<file path="src/logic/fwd_defs.svh">
// --------------------------------------------------
// Sizing macros for the forwarding stage
// Include wherever a width, a queue depth or the
// lane count is needed
// --------------------------------------------------

`ifndef FWD_DEFS_SVH
`define FWD_DEFS_SVH

// Packet field widths
`define FWD_DATA_W      32
`define FWD_HOPS_W      4
`define FWD_SEQ_W       8

// Destination lanes, one full flag each
`define FWD_NUM_LANES   4
`define FWD_LANE_W      2

// Queue sizing
`define FWD_FIFO_DEPTH  16
// Fill level where prog_full rises,
// leaves headroom for packets in flight
`define FWD_PROG_THRESH 8

`endif

</file>
<file path="src/logic/route_pkg.sv">
// --------------------------------------------------
// Routing metadata carried with every packet
// Referenced by scope from the stages and testbench
// --------------------------------------------------

`include "fwd_defs.svh"

package route_pkg;

    // --------------------------------------------------
    // Field types
    // --------------------------------------------------

    // Destination lane index
    typedef logic [`FWD_LANE_W-1:0] lane_t;

    // Remaining hops, zero means drop
    typedef logic [`FWD_HOPS_W-1:0] hops_t;

    // Sequence id, passed through untouched
    typedef logic [`FWD_SEQ_W-1:0] seq_t;

    // --------------------------------------------------
    // Route header
    // --------------------------------------------------

    // 14 bits total, dest in the top bits
    typedef struct packed {
        lane_t dest;
        hops_t hops;
        seq_t  seq_id;
    } route_t;

endpackage : route_pkg

</file>
<file path="src/logic/packet_pkg.sv">
// --------------------------------------------------
// Data word and full packet type
// A packet is stored whole in each queue, so the
// stages pass it as a single packed value
// --------------------------------------------------

`include "fwd_defs.svh"

package packet_pkg;

    // --------------------------------------------------
    // Payload
    // --------------------------------------------------

    // Data word, opaque to the forwarding logic
    typedef logic [`FWD_DATA_W-1:0] data_t;

    // --------------------------------------------------
    // Packet
    // --------------------------------------------------

    // Route header on top, data below
    // 46 bits with the default widths
    typedef struct packed {
        route_pkg::route_t route;
        data_t             data;
    } packet_t;

endpackage : packet_pkg

</file>
<file path="src/logic/sync_fifo.sv">
// --------------------------------------------------
// Synchronous packet queue
// FWFT=0 gives a standard read with dout one cycle
// after rd_en, FWFT=1 shows the head while not empty
// prog_full rises at PROG_THRESH entries
// --------------------------------------------------

`timescale 1ns/1ps

`include "fwd_defs.svh"

module sync_fifo #(
    parameter int DEPTH       = `FWD_FIFO_DEPTH,
    parameter int PROG_THRESH = `FWD_PROG_THRESH,
    parameter bit FWFT        = 1'b0
) (
    input  logic                ap_clk,
    input  logic                areset_generator,
    input  logic                wr_en,
    input  packet_pkg::packet_t din,
    input  logic                rd_en,
    output packet_pkg::packet_t dout,
    output logic                valid,
    output logic                empty,
    output logic                full,
    output logic                prog_full
);

    localparam int PTR_W = $clog2(DEPTH);
    localparam int CNT_W = $clog2(DEPTH + 1);

    // --------------------------------------------------
    // Storage and pointers
    // --------------------------------------------------
    packet_pkg::packet_t mem [DEPTH];

    logic [PTR_W-1:0] wr_ptr;
    logic [PTR_W-1:0] rd_ptr;
    logic [CNT_W-1:0] count;

    logic do_wr;
    logic do_rd;

    // Flags straight from the occupancy count
    assign full      = (count == CNT_W'(DEPTH));
    assign empty     = (count == '0);
    assign prog_full = (count >= CNT_W'(PROG_THRESH));

    // Requests past the limits are ignored
    assign do_wr = wr_en & ~full;
    assign do_rd = rd_en & ~empty;

    always_ff @(posedge ap_clk) begin
        if (areset_generator) begin
            wr_ptr <= '0;
            rd_ptr <= '0;
            count  <= '0;
        end else begin
            // Pointers wrap at DEPTH, power of two not required
            if (do_wr) begin
                wr_ptr <= (wr_ptr == PTR_W'(DEPTH - 1)) ? '0 : wr_ptr + 1'b1;
            end
            if (do_rd) begin
                rd_ptr <= (rd_ptr == PTR_W'(DEPTH - 1)) ? '0 : rd_ptr + 1'b1;
            end
            // Count holds on a push and pop in the same cycle
            if (do_wr && !do_rd) begin
                count <= count + 1'b1;
            end else if (do_rd && !do_wr) begin
                count <= count - 1'b1;
            end
        end
    end

    always_ff @(posedge ap_clk) begin
        if (do_wr) begin
            mem[wr_ptr] <= din;
        end
    end

    // --------------------------------------------------
    // Read port
    // --------------------------------------------------
    if (FWFT) begin : g_fwft
        // Head visible combinationally
        assign dout  = mem[rd_ptr];
        assign valid = ~empty;
    end else begin : g_std
        packet_pkg::packet_t dout_q;
        logic                valid_q;

        always_ff @(posedge ap_clk) begin
            if (areset_generator) begin
                valid_q <= 1'b0;
            end else begin
                valid_q <= do_rd;
            end
        end

        // Payload register, qualified by valid_q
        always_ff @(posedge ap_clk) begin
            if (do_rd) begin
                dout_q <= mem[rd_ptr];
            end
        end

        assign dout  = dout_q;
        assign valid = valid_q;
    end

    // --------------------------------------------------
    // Protocol checks on the callers
    // --------------------------------------------------
    a_no_write_full : assert property (
        @(posedge ap_clk) disable iff (areset_generator) !(wr_en && full)
    );

    a_no_read_empty : assert property (
        @(posedge ap_clk) disable iff (areset_generator) !(rd_en && empty)
    );

endmodule : sync_fifo

</file>
<file path="src/logic/ingress_stage.sv">
// --------------------------------------------------
// Ingress side of the forwarding stage
// Registers upstream inputs, queues each packet and
// pops only while egress has room
// --------------------------------------------------

`timescale 1ns/1ps

`include "fwd_defs.svh"

module ingress_stage (
    input  logic                ap_clk,
    input  logic                areset_generator,
    input  logic                in_valid,
    input  route_pkg::lane_t    in_dest,
    input  route_pkg::hops_t    in_hops,
    input  route_pkg::seq_t     in_seq_id,
    input  packet_pkg::data_t   in_data,
    input  logic                in_pop_en,
    input  logic                egress_prog_full,
    output packet_pkg::packet_t pkt,
    output logic                pkt_valid,
    output logic                in_prog_full,
    output logic                empty
);

    // --------------------------------------------------
    // Input registers
    // --------------------------------------------------
    logic                in_valid_q;
    logic                pop_en_q;
    packet_pkg::packet_t in_pkt_q;

    logic fifo_rd_en;
    logic fifo_empty;
    logic fifo_prog_full;

    always_ff @(posedge ap_clk) begin
        if (areset_generator) begin
            in_valid_q   <= 1'b0;
            pop_en_q     <= 1'b0;
            in_prog_full <= 1'b0;
        end else begin
            in_valid_q   <= in_valid;
            pop_en_q     <= in_pop_en;
            // Flag to upstream, one cycle late
            in_prog_full <= fifo_prog_full;
        end
    end

    // Packet assembled from the loose ports
    always_ff @(posedge ap_clk) begin
        in_pkt_q.route.dest   <= in_dest;
        in_pkt_q.route.hops   <= in_hops;
        in_pkt_q.route.seq_id <= in_seq_id;
        in_pkt_q.data         <= in_data;
    end

    // --------------------------------------------------
    // Ingress queue, standard read
    // --------------------------------------------------
    // Pop needs data, pop enable and egress below threshold
    assign fifo_rd_en = ~fifo_empty & pop_en_q & ~egress_prog_full;

    sync_fifo #(
        .DEPTH      (`FWD_FIFO_DEPTH ),
        .PROG_THRESH(`FWD_PROG_THRESH),
        .FWFT       (1'b0            )
    ) u_fifo (
        .ap_clk          (ap_clk          ),
        .areset_generator(areset_generator),
        .wr_en           (in_valid_q      ),
        .din             (in_pkt_q        ),
        .rd_en           (fifo_rd_en      ),
        .dout            (pkt             ),
        .valid           (pkt_valid       ),
        .empty           (fifo_empty      ),
        .full            (                ),
        .prog_full       (fifo_prog_full  )
    );

    assign empty = fifo_empty;

endmodule : ingress_stage

</file>
<file path="src/logic/hop_stage.sv">
// --------------------------------------------------
// Hop update between the two queues
// Drops zero-hop packets and decrements the rest
// One cycle from input valid to output valid
// --------------------------------------------------

`timescale 1ns/1ps

module hop_stage (
    input  logic                ap_clk,
    input  logic                areset_generator,
    input  packet_pkg::packet_t in_pkt,
    input  logic                in_pkt_valid,
    output packet_pkg::packet_t out_pkt,
    output logic                out_pkt_valid
);

    logic hops_left;

    // Any hop left means forward
    assign hops_left = |in_pkt.route.hops;

    // --------------------------------------------------
    // Valid dropped when no hops remain
    // --------------------------------------------------
    always_ff @(posedge ap_clk) begin
        if (areset_generator) begin
            out_pkt_valid <= 1'b0;
        end else begin
            out_pkt_valid <= in_pkt_valid & hops_left;
        end
    end

    // --------------------------------------------------
    // Payload with every field but hops copied
    // --------------------------------------------------
    always_ff @(posedge ap_clk) begin
        out_pkt.route.dest   <= in_pkt.route.dest;
        out_pkt.route.seq_id <= in_pkt.route.seq_id;
        out_pkt.data         <= in_pkt.data;
        // One hop used up on this stage
        out_pkt.route.hops   <= in_pkt.route.hops - 1'b1;
    end

endmodule : hop_stage

</file>
<file path="src/logic/egress_stage.sv">
// --------------------------------------------------
// Egress queue with destination-lane gating
// Head leaves only when downstream pops and its lane
// is not full; strict FIFO, a blocked head holds all
// --------------------------------------------------

`timescale 1ns/1ps

`include "fwd_defs.svh"

module egress_stage (
    input  logic                     ap_clk,
    input  logic                     areset_generator,
    input  packet_pkg::packet_t      pkt,
    input  logic                     pkt_valid,
    input  logic                     out_rd_en,
    input  logic [`FWD_NUM_LANES-1:0] lane_full,
    output route_pkg::lane_t         out_dest,
    output route_pkg::hops_t         out_hops,
    output route_pkg::seq_t          out_seq_id,
    output packet_pkg::data_t        out_data,
    output logic                     out_valid,
    output logic                     egress_prog_full,
    output logic                     empty
);

    packet_pkg::packet_t head;
    logic                head_valid;
    logic                head_lane_full;
    logic                release_head;

    // --------------------------------------------------
    // Egress queue, first word fall through
    // --------------------------------------------------
    sync_fifo #(
        .DEPTH      (`FWD_FIFO_DEPTH ),
        .PROG_THRESH(`FWD_PROG_THRESH),
        .FWFT       (1'b1            )
    ) u_fifo (
        .ap_clk          (ap_clk          ),
        .areset_generator(areset_generator),
        .wr_en           (pkt_valid       ),
        .din             (pkt             ),
        .rd_en           (release_head    ),
        .dout            (head            ),
        .valid           (head_valid      ),
        .empty           (empty           ),
        .full            (                ),
        .prog_full       (egress_prog_full)
    );

    // --------------------------------------------------
    // Lane gating
    // --------------------------------------------------
    // Full flag of the head's destination
    assign head_lane_full = lane_full[head.route.dest];

    assign release_head = head_valid & out_rd_en & ~head_lane_full;

    // --------------------------------------------------
    // Output register
    // --------------------------------------------------
    always_ff @(posedge ap_clk) begin
        if (areset_generator) begin
            out_valid <= 1'b0;
        end else begin
            out_valid <= release_head;
        end
    end

    // Fields split back onto loose ports
    always_ff @(posedge ap_clk) begin
        if (release_head) begin
            out_dest   <= head.route.dest;
            out_hops   <= head.route.hops;
            out_seq_id <= head.route.seq_id;
            out_data   <= head.data;
        end
    end

    // Delivered packet's lane was open on the cycle it left
    a_lane_open : assert property (
        @(posedge ap_clk) disable iff (areset_generator)
        out_valid |-> (($past(lane_full) & (`FWD_NUM_LANES'(1) << out_dest)) == '0)
    );

endmodule : egress_stage

</file>
<file path="src/logic/forward_generator.sv">
// --------------------------------------------------
// Forwarding stage top level
// Chains ingress queue, hop update and egress queue
// Upstream watches in_prog_full, downstream drives
// out_rd_en and one full flag per lane
// --------------------------------------------------

`timescale 1ns/1ps

`include "fwd_defs.svh"

module forward_generator (
    input  logic                      ap_clk,
    input  logic                      areset,
    // Upstream side
    input  logic                      in_valid,
    input  route_pkg::lane_t          in_dest,
    input  route_pkg::hops_t          in_hops,
    input  route_pkg::seq_t           in_seq_id,
    input  packet_pkg::data_t         in_data,
    input  logic                      in_pop_en,
    output logic                      in_prog_full,
    // Downstream side
    input  logic                      out_rd_en,
    input  logic [`FWD_NUM_LANES-1:0] lane_full,
    output logic                      out_valid,
    output route_pkg::lane_t          out_dest,
    output route_pkg::hops_t          out_hops,
    output route_pkg::seq_t           out_seq_id,
    output packet_pkg::data_t         out_data,
    output logic                      out_prog_full,
    output logic                      idle
);

    // --------------------------------------------------
    // Reset and status
    // --------------------------------------------------
    logic areset_generator;

    packet_pkg::packet_t ing_pkt;
    logic                ing_pkt_valid;
    packet_pkg::packet_t hop_pkt;
    logic                hop_pkt_valid;
    logic                egress_prog_full;
    logic                ingress_empty;
    logic                egress_empty;

    // One register stage on reset for fan-out
    always_ff @(posedge ap_clk) begin
        areset_generator <= areset;
    end

    always_ff @(posedge ap_clk) begin
        if (areset_generator) begin
            out_prog_full <= 1'b0;
            idle          <= 1'b1;
        end else begin
            out_prog_full <= egress_prog_full;
            // Idle only when both queues are drained
            idle          <= ingress_empty & egress_empty;
        end
    end

    // --------------------------------------------------
    // Pipeline
    // --------------------------------------------------
    ingress_stage u_ingress (
        .ap_clk          (ap_clk          ),
        .areset_generator(areset_generator),
        .in_valid        (in_valid        ),
        .in_dest         (in_dest         ),
        .in_hops         (in_hops         ),
        .in_seq_id       (in_seq_id       ),
        .in_data         (in_data         ),
        .in_pop_en       (in_pop_en       ),
        .egress_prog_full(egress_prog_full),
        .pkt             (ing_pkt         ),
        .pkt_valid       (ing_pkt_valid   ),
        .in_prog_full    (in_prog_full    ),
        .empty           (ingress_empty   )
    );

    hop_stage u_hop (
        .ap_clk          (ap_clk          ),
        .areset_generator(areset_generator),
        .in_pkt          (ing_pkt         ),
        .in_pkt_valid    (ing_pkt_valid   ),
        .out_pkt         (hop_pkt         ),
        .out_pkt_valid   (hop_pkt_valid   )
    );

    egress_stage u_egress (
        .ap_clk          (ap_clk          ),
        .areset_generator(areset_generator),
        .pkt             (hop_pkt         ),
        .pkt_valid       (hop_pkt_valid   ),
        .out_rd_en       (out_rd_en       ),
        .lane_full       (lane_full       ),
        .out_dest        (out_dest        ),
        .out_hops        (out_hops        ),
        .out_seq_id      (out_seq_id      ),
        .out_data        (out_data        ),
        .out_valid       (out_valid       ),
        .egress_prog_full(egress_prog_full),
        .empty           (egress_empty    )
    );

endmodule : forward_generator

</file>
<file path="config.mk">
export PLATFORM = sky130hd
export DESIGN_NAME = forward_generator
export DESIGN_NICKNAME = d
export VERILOG_FILES = /design/src/logic/route_pkg.sv /design/src/logic/packet_pkg.sv /design/src/logic/sync_fifo.sv /design/src/logic/ingress_stage.sv /design/src/logic/hop_stage.sv /design/src/logic/egress_stage.sv /design/src/logic/forward_generator.sv
export VERILOG_INCLUDE_DIRS = /design/src /design/src/logic
export SDC_FILE = /design/constraint.sdc
export NUM_CORES = 1
export LEC_CHECK = 0
export BUFFER_PORTS_ARGS = -buffer_cell sky130_fd_sc_hd__buf_2
export CAP_MARGIN = 0
export CORE_MARGIN = 2
export CORE_UTILIZATION = 35
export CTS_CLUSTER_DIAMETER = 200
export DETAILED_ROUTE_END_ITERATION = 6
export PLACE_DENSITY_LB_ADDON = 0.12
export RECOVER_POWER = 25
export SLEW_MARGIN = 20
export SYNTH_ARGS = -nofsm -noshare
export SYNTH_HDL_FRONTEND = slang
export SYNTH_HIERARCHICAL = 1
export SYNTH_SLANG_ARGS = --single-unit
</file>
<file path="constraint.sdc">
create_clock -name ap_clk -period 8.8 [get_ports ap_clk]
set_input_delay 1.76 -clock ap_clk [delete_from_list [all_inputs] [get_ports ap_clk]]
set_output_delay 1.76 -clock ap_clk [all_outputs]
set_load 0.01 [all_outputs]
</file>
Yosys cells after proc, flatten, opt, wreduce, memory -nomap -nowiden. Memories as Yosys holds them, arrays and structs flattened. A register that Yosys moved wholly into a read port is not among the register bits. Cells that the tools add are included.

Equality and inequality tests: 6. Div/mod/pow operators: 0. $lt $le $gt $ge: 3. Multipliers: 0. Mux-type cells: 16. Reductions and logical operators: 13. Bitwise logic cells: 16. Shift-type cells: 0. Add/subtract/negate cells: 9.

Operator list (number): 4-bit two-way mux (6); 5-bit two-way mux (4); 4-bit by 1-bit adder with 4-bit output, second input constant (4); 4-bit equality test, second input constant (4); 5-bit by 1-bit adder with 5-bit output, second input constant (2); 1-bit bitwise AND (10); 5-bit equality test, second input constant (2); 5-bit by 4-bit greater-or-equal comparator with 1-bit output, second input constant (2); 5-bit logical NOT (2); 5-bit by 1-bit subtractor with 5-bit output, second input constant (2); 1-bit NOT (6); 1-bit two-way mux (5); 1-bit logical AND (4); 1-bit logical NOT (4); 2-bit nonzero test (2); 4-bit OR reduction (1); 4-bit by 1-bit subtractor with 4-bit output, second input constant (1); 2-bit by 3-bit < comparator with 1-bit output, second input constant (1); 1-bit binary-select mux with 2-bit select (1).

Output and inout bits: 50. Memory bits (writable): 1472. Bits in latches: 0. Input bits: 55. Logic and storage cells: 92. Memories kept: 2. Register bits: 173. ROM bits: 0.

Memories: u_egress.u_fifo.mem (words 16, bits a word 46, read ports 1, clocked after memory_dff 1, wr ports 1, RTL line sync_fifo.sv:35) `packet_pkg::packet_t mem [DEPTH];`; u_ingress.u_fifo.mem (words 16, bits a word 46, read ports 1, clocked after memory_dff 1, wr ports 1, RTL line sync_fifo.sv:35).

Longest topological paths before layout.
Depth in word-level cells: 8. Depth in mapped cells: 16.

By module. The synthesis kept the hierarchy.

Modules (own cells, without submodules): sync_fifo at u_ingress.u_fifo (sequential area each 23762.8 sq um, cells each 1287, instances 1, area an instance 29711.0 sq um); sync_fifo at u_egress.u_fifo (sequential area each 22441.5 sq um, cells each 1240, instances 1, area an instance 28437.3 sq um); egress_stage (sequential area each 1401.3 sq um, cells each 55, instances 1, area an instance 1468.9 sq um); ingress_stage (sequential area each 980.9 sq um, cells each 53, instances 1, area an instance 1012.2 sq um); hop_stage (sequential area each 940.9 sq um, cells each 57, instances 1, area an instance 1007.2 sq um); forward_generator (sequential area each 60.1 sq um, cells each 5, instances 1, area an instance 73.8 sq um).

Worst setup path after synthesis. OpenSTA, ideal clock, no wires.

Kind: input -> register. Start: input port lane_full[3]. End: register u_egress.u_fifo.count[4]. Path slack: 2335 ps. Path buffers: 0. Stages: 9. Required time: 8679 ps. Data arrival time: 6344 ps. Cells stage by stage: mux2_2 > o22ai_1 > o21ai_2 > ha_1 > fa_1 > nand2b_1 > a21oi_1 > mux2i_1 > mux2_2.

Cells in the longest elaborated chain, start to end: 8. Elaborated cells on any way between the ends: 10. Classes of those cells: mux: 3; bitwise: 3; reduce/logical: 4.

RTL lines: start, declared (RTL line forward_generator.sv:25) `` input logic [`FWD_NUM_LANES-1:0] lane_full, ``; 1-bit binary-select mux with 2-bit select (*) (RTL line egress_stage.sv:56) `assign head_lane_full = lane_full[head.route.dest];`; 1-bit two-way mux (implied by the code) (*) (RTL line egress_stage.sv:56); 1-bit NOT (*) (RTL line egress_stage.sv:58) `assign release_head = head_valid & out_rd_en & ~head_lane_full;`; 1-bit bitwise AND (*) (RTL line egress_stage.sv:58); via u_egress.release_head (RTL line egress_stage.sv:30) `logic release_head;`; 1-bit bitwise AND (*) (RTL line sync_fifo.sv:51) `assign do_rd = rd_en & ~empty;`; 1-bit logical NOT (RTL line sync_fifo.sv:67) `if (do_wr && !do_rd) begin`; 1-bit logical AND (RTL line sync_fifo.sv:67); 5-bit two-way mux / 2-bit nonzero test (equally long branches); end signal, assigned (RTL line sync_fifo.sv:68) `count <= count + 1'b1;`; end signal, assigned (RTL line sync_fifo.sv:70) `count <= count - 1'b1;`; end, declared (RTL line sync_fifo.sv:39) `logic [CNT_W-1:0] count;`.

Mark *: on every way through the listed nets, which the timed path passes. The rest lies on a longest branch. The select of a mux whose other input is x is not followed. A chain may end at the register's enable or synchronous reset.

==> impl_metrics.yaml <==
run_status:
  status: "finished clean"
placed_design:
  placed_area_sq_mm: 0.06526
  placed_cells: 5063
  dp_hpwl_mm: 75.15
  port_buffers: 104
  gp_congestion: 0.7081
worst_setup_path:
  slowest_stage: "buf_4"
  cpPeakStageDelay_ns: 0.71
  crit_type: "reg -> reg"
  arrival_ns: 5.89
  endpoint_kind: "flip-flop"
  path_cells: "nor2b_4 -> buf_4 -> a22oi_1 -> nand2_1 -> nand3_1 -> o22ai_4 -> buf_4 -> o21ai_2 -> ha_1 -> fa_1 -> nand2b_1 -> a21oi_1 -> mux2i_1 -> mux2_2"
  cp.required_ns: 9.49
  setup.worst_path.start_class: "flip-flop"
  path_max_fanout: 48
  path_common_cell: "buf_4"
  crit_buf_inv: 2
  path_delay_family: "buffers and inverters"
grt:
  grt_overflow_total: 0
  first_global_vias: 29670
  grt_pass1_wl_mm: 215.5
  grt_antenna_before_repair: 6
  grt_start_max_net_pins: 115
  globalRouteTotalUtil: 0.1676
sta:
  worst_pin_slew_ns: 1.121
  grt_setup_unrepaired: "false"
  slew_viol_final: 0
  fmax_ghz: 0.1922
  finClkSkew_ns: 0.02260
  layout_min_cycle_time_ns: 5.202
  finalSetupTns_ns: 0
  finalHoldViolCount: 0
  period_share: 0.5912
  setup_violations: 0
  relSlewSlack: 0.2529
clocking:
  clk_path_buf_depth: 3
  numClockSinks: 1695
  worstSkewPairLatency_ns: 0.81
  clkTransAtPathRegs_ns: 0.06
  post_cts_buffers: 0
  ctsRootBufferMaster: "clkbuf_16"
  cts_tree: "built"
  htree_num_levels: 4
  cts_resized: 0
  cts_hold_buf: 0
  cts_inserted_buffers: 180
finish:
  multi_input_area_sq_mm: 0.01167
  final_util: 0.4042
  n_fill_cell: 15490
  areaGrowthSynthToFinish_pct: 15.12
  drive_gt1_frac: 0.2755
  nets: 2982
  fin_cells: 5405
  seqCellArea_sq_mm: 0.04960
  final_area_sq_mm: 0.07103
routing:
  vias: 27690
  first_pass_iters: 5
  drc_errors: 0
  drt_iter0_drc: 2127
  wire_per_inst_microns: 27.60
  ant_nets: 0
  avgViaCountPerCell: 5.122
  drt_wl_total_mm: 149.2
pwr:
  leakagePower_nw: 21.98
  power.total_w: 0.01775
  power.density_mw_per_mm2: 249.9
  vdd_ir_drop_max_mv: 0.1585
die:
  core.rowCount: 154
  core_sq_mm: 0.1757
  io_pins: 105
  dieArea_sq_mm: 0.1797
  die_x_microns: 423.9
  initial_core_util: 0.3511
  die_y_microns: 423.9
synth:
  syn_nets: 2771
  avgSynthCellArea_sq_um: 22.90
  synthCells: 2695
  syn-cell-area_sq_mm: 0.06170
  yosysWarnings: 6
flow_run:
  cap_violations: 0
worst_hold_path:
  min-delay-path-class: "reg -> reg"
[per-layer routing]
layer | vias to the layer above | part of all wire | GRT usage
li1 | 11780 | - | -
met1 | 15140 | 0.43 | 0.2226
met2 | 565 | 0.51 | 0.2885
met3 | 202 | 0.035 | 0.02509
met4 | 0 | 0.020 | 0.04312
met5 | - | 0 | 0
[metrics by stage]
step           hold slack [ns]  setup slack, ns
2_1_floorplan           0.3233            2.335
3_3_place_gp            0.3285            3.483
3_5_place_dp            0.3294            3.440
4_1_cts                 0.3495            3.410
5_1_grt                 0.3664            3.200
6_report                0.3465            3.598
[cell usage in the layout (no fill, tap or decap), types with 5 or more instances in the layout]
cell       count
a21oi_1       16
clkbuf_8      19
ha_1          19
clkinv_2      24
nor2b_1        5
dfxtp_1      126
buf_4         55
bufinv_16      8
mux4_2       368
clkinv_1      29
clkbuf_1      61
nor2_4        26
inv_6          6
inv_1         16
clkbuf_16    185
nand2_1      106
a22oi_1      184
buf_2        104
mux2i_1        7
nand2b_1       8
a21o_1         5
xor2_1        10
nor3_2         9
nor2_1        35
edfxtp_1    1564
[power by group]
group / leakage (nW) / total [W] / internal, W / switching, W
Sequential: 15.2 / 0.00945 / 0.00915 / 0.000302
Clock: 2.80 / 0.00731 / 0.00426 / 0.00305
Combinational: 4.00 / 0.000993 / 0.000465 / 0.000528
Total: 22.0 / 0.0178 / 0.0139 / 0.00388
[registers in the layout (all words and copies together), names as in the netlist, 4 cells and up, named ones only]
name,flops
u_egress/u_fifo/mem,736
u_ingress/u_fifo/rd_ptr,4
u_egress/u_fifo/count,5
u_ingress/in_pkt_q,46
u_ingress/u_fifo/dout,46
u_hop/out_pkt,46
u_egress/out_seq_id,8
u_ingress/u_fifo/mem,736
u_egress/u_fifo/wr_ptr,4
u_ingress/u_fifo/count,5
u_egress/out_hops,4
u_ingress/u_fifo/wr_ptr,4
u_egress/out_data,32
u_egress/u_fifo/rd_ptr,4
[layout make-up]
cell class,count,area share
diodes,1,0.00003523
clock buffers,265,0.07208
clock inverters,75,0.008737
inverters,17,0.0008983
multi-input cells,849,0.1643
flip-flops and latches,1695,0.6983
well taps,2340,0.04122
repair buffers,163,0.01437
[worst paths after layout]
check / start / endpoint / slack [ns] / depth (start not counted)
max: flip-flop / u_egress/u_fifo/count[4] / 3.60 / 14
max reg2reg: flip-flop / u_egress/u_fifo/count[4] / 3.60 / 14
min reg2reg: u_ingress/u_fifo/dout[21] / u_hop/out_pkt[21] / 0.35 / 0
min: u_ingress/u_fifo/dout[21] / u_hop/out_pkt[21] / 0.35 / 0
Note: power is estimated with default switching activity, not from simulation.
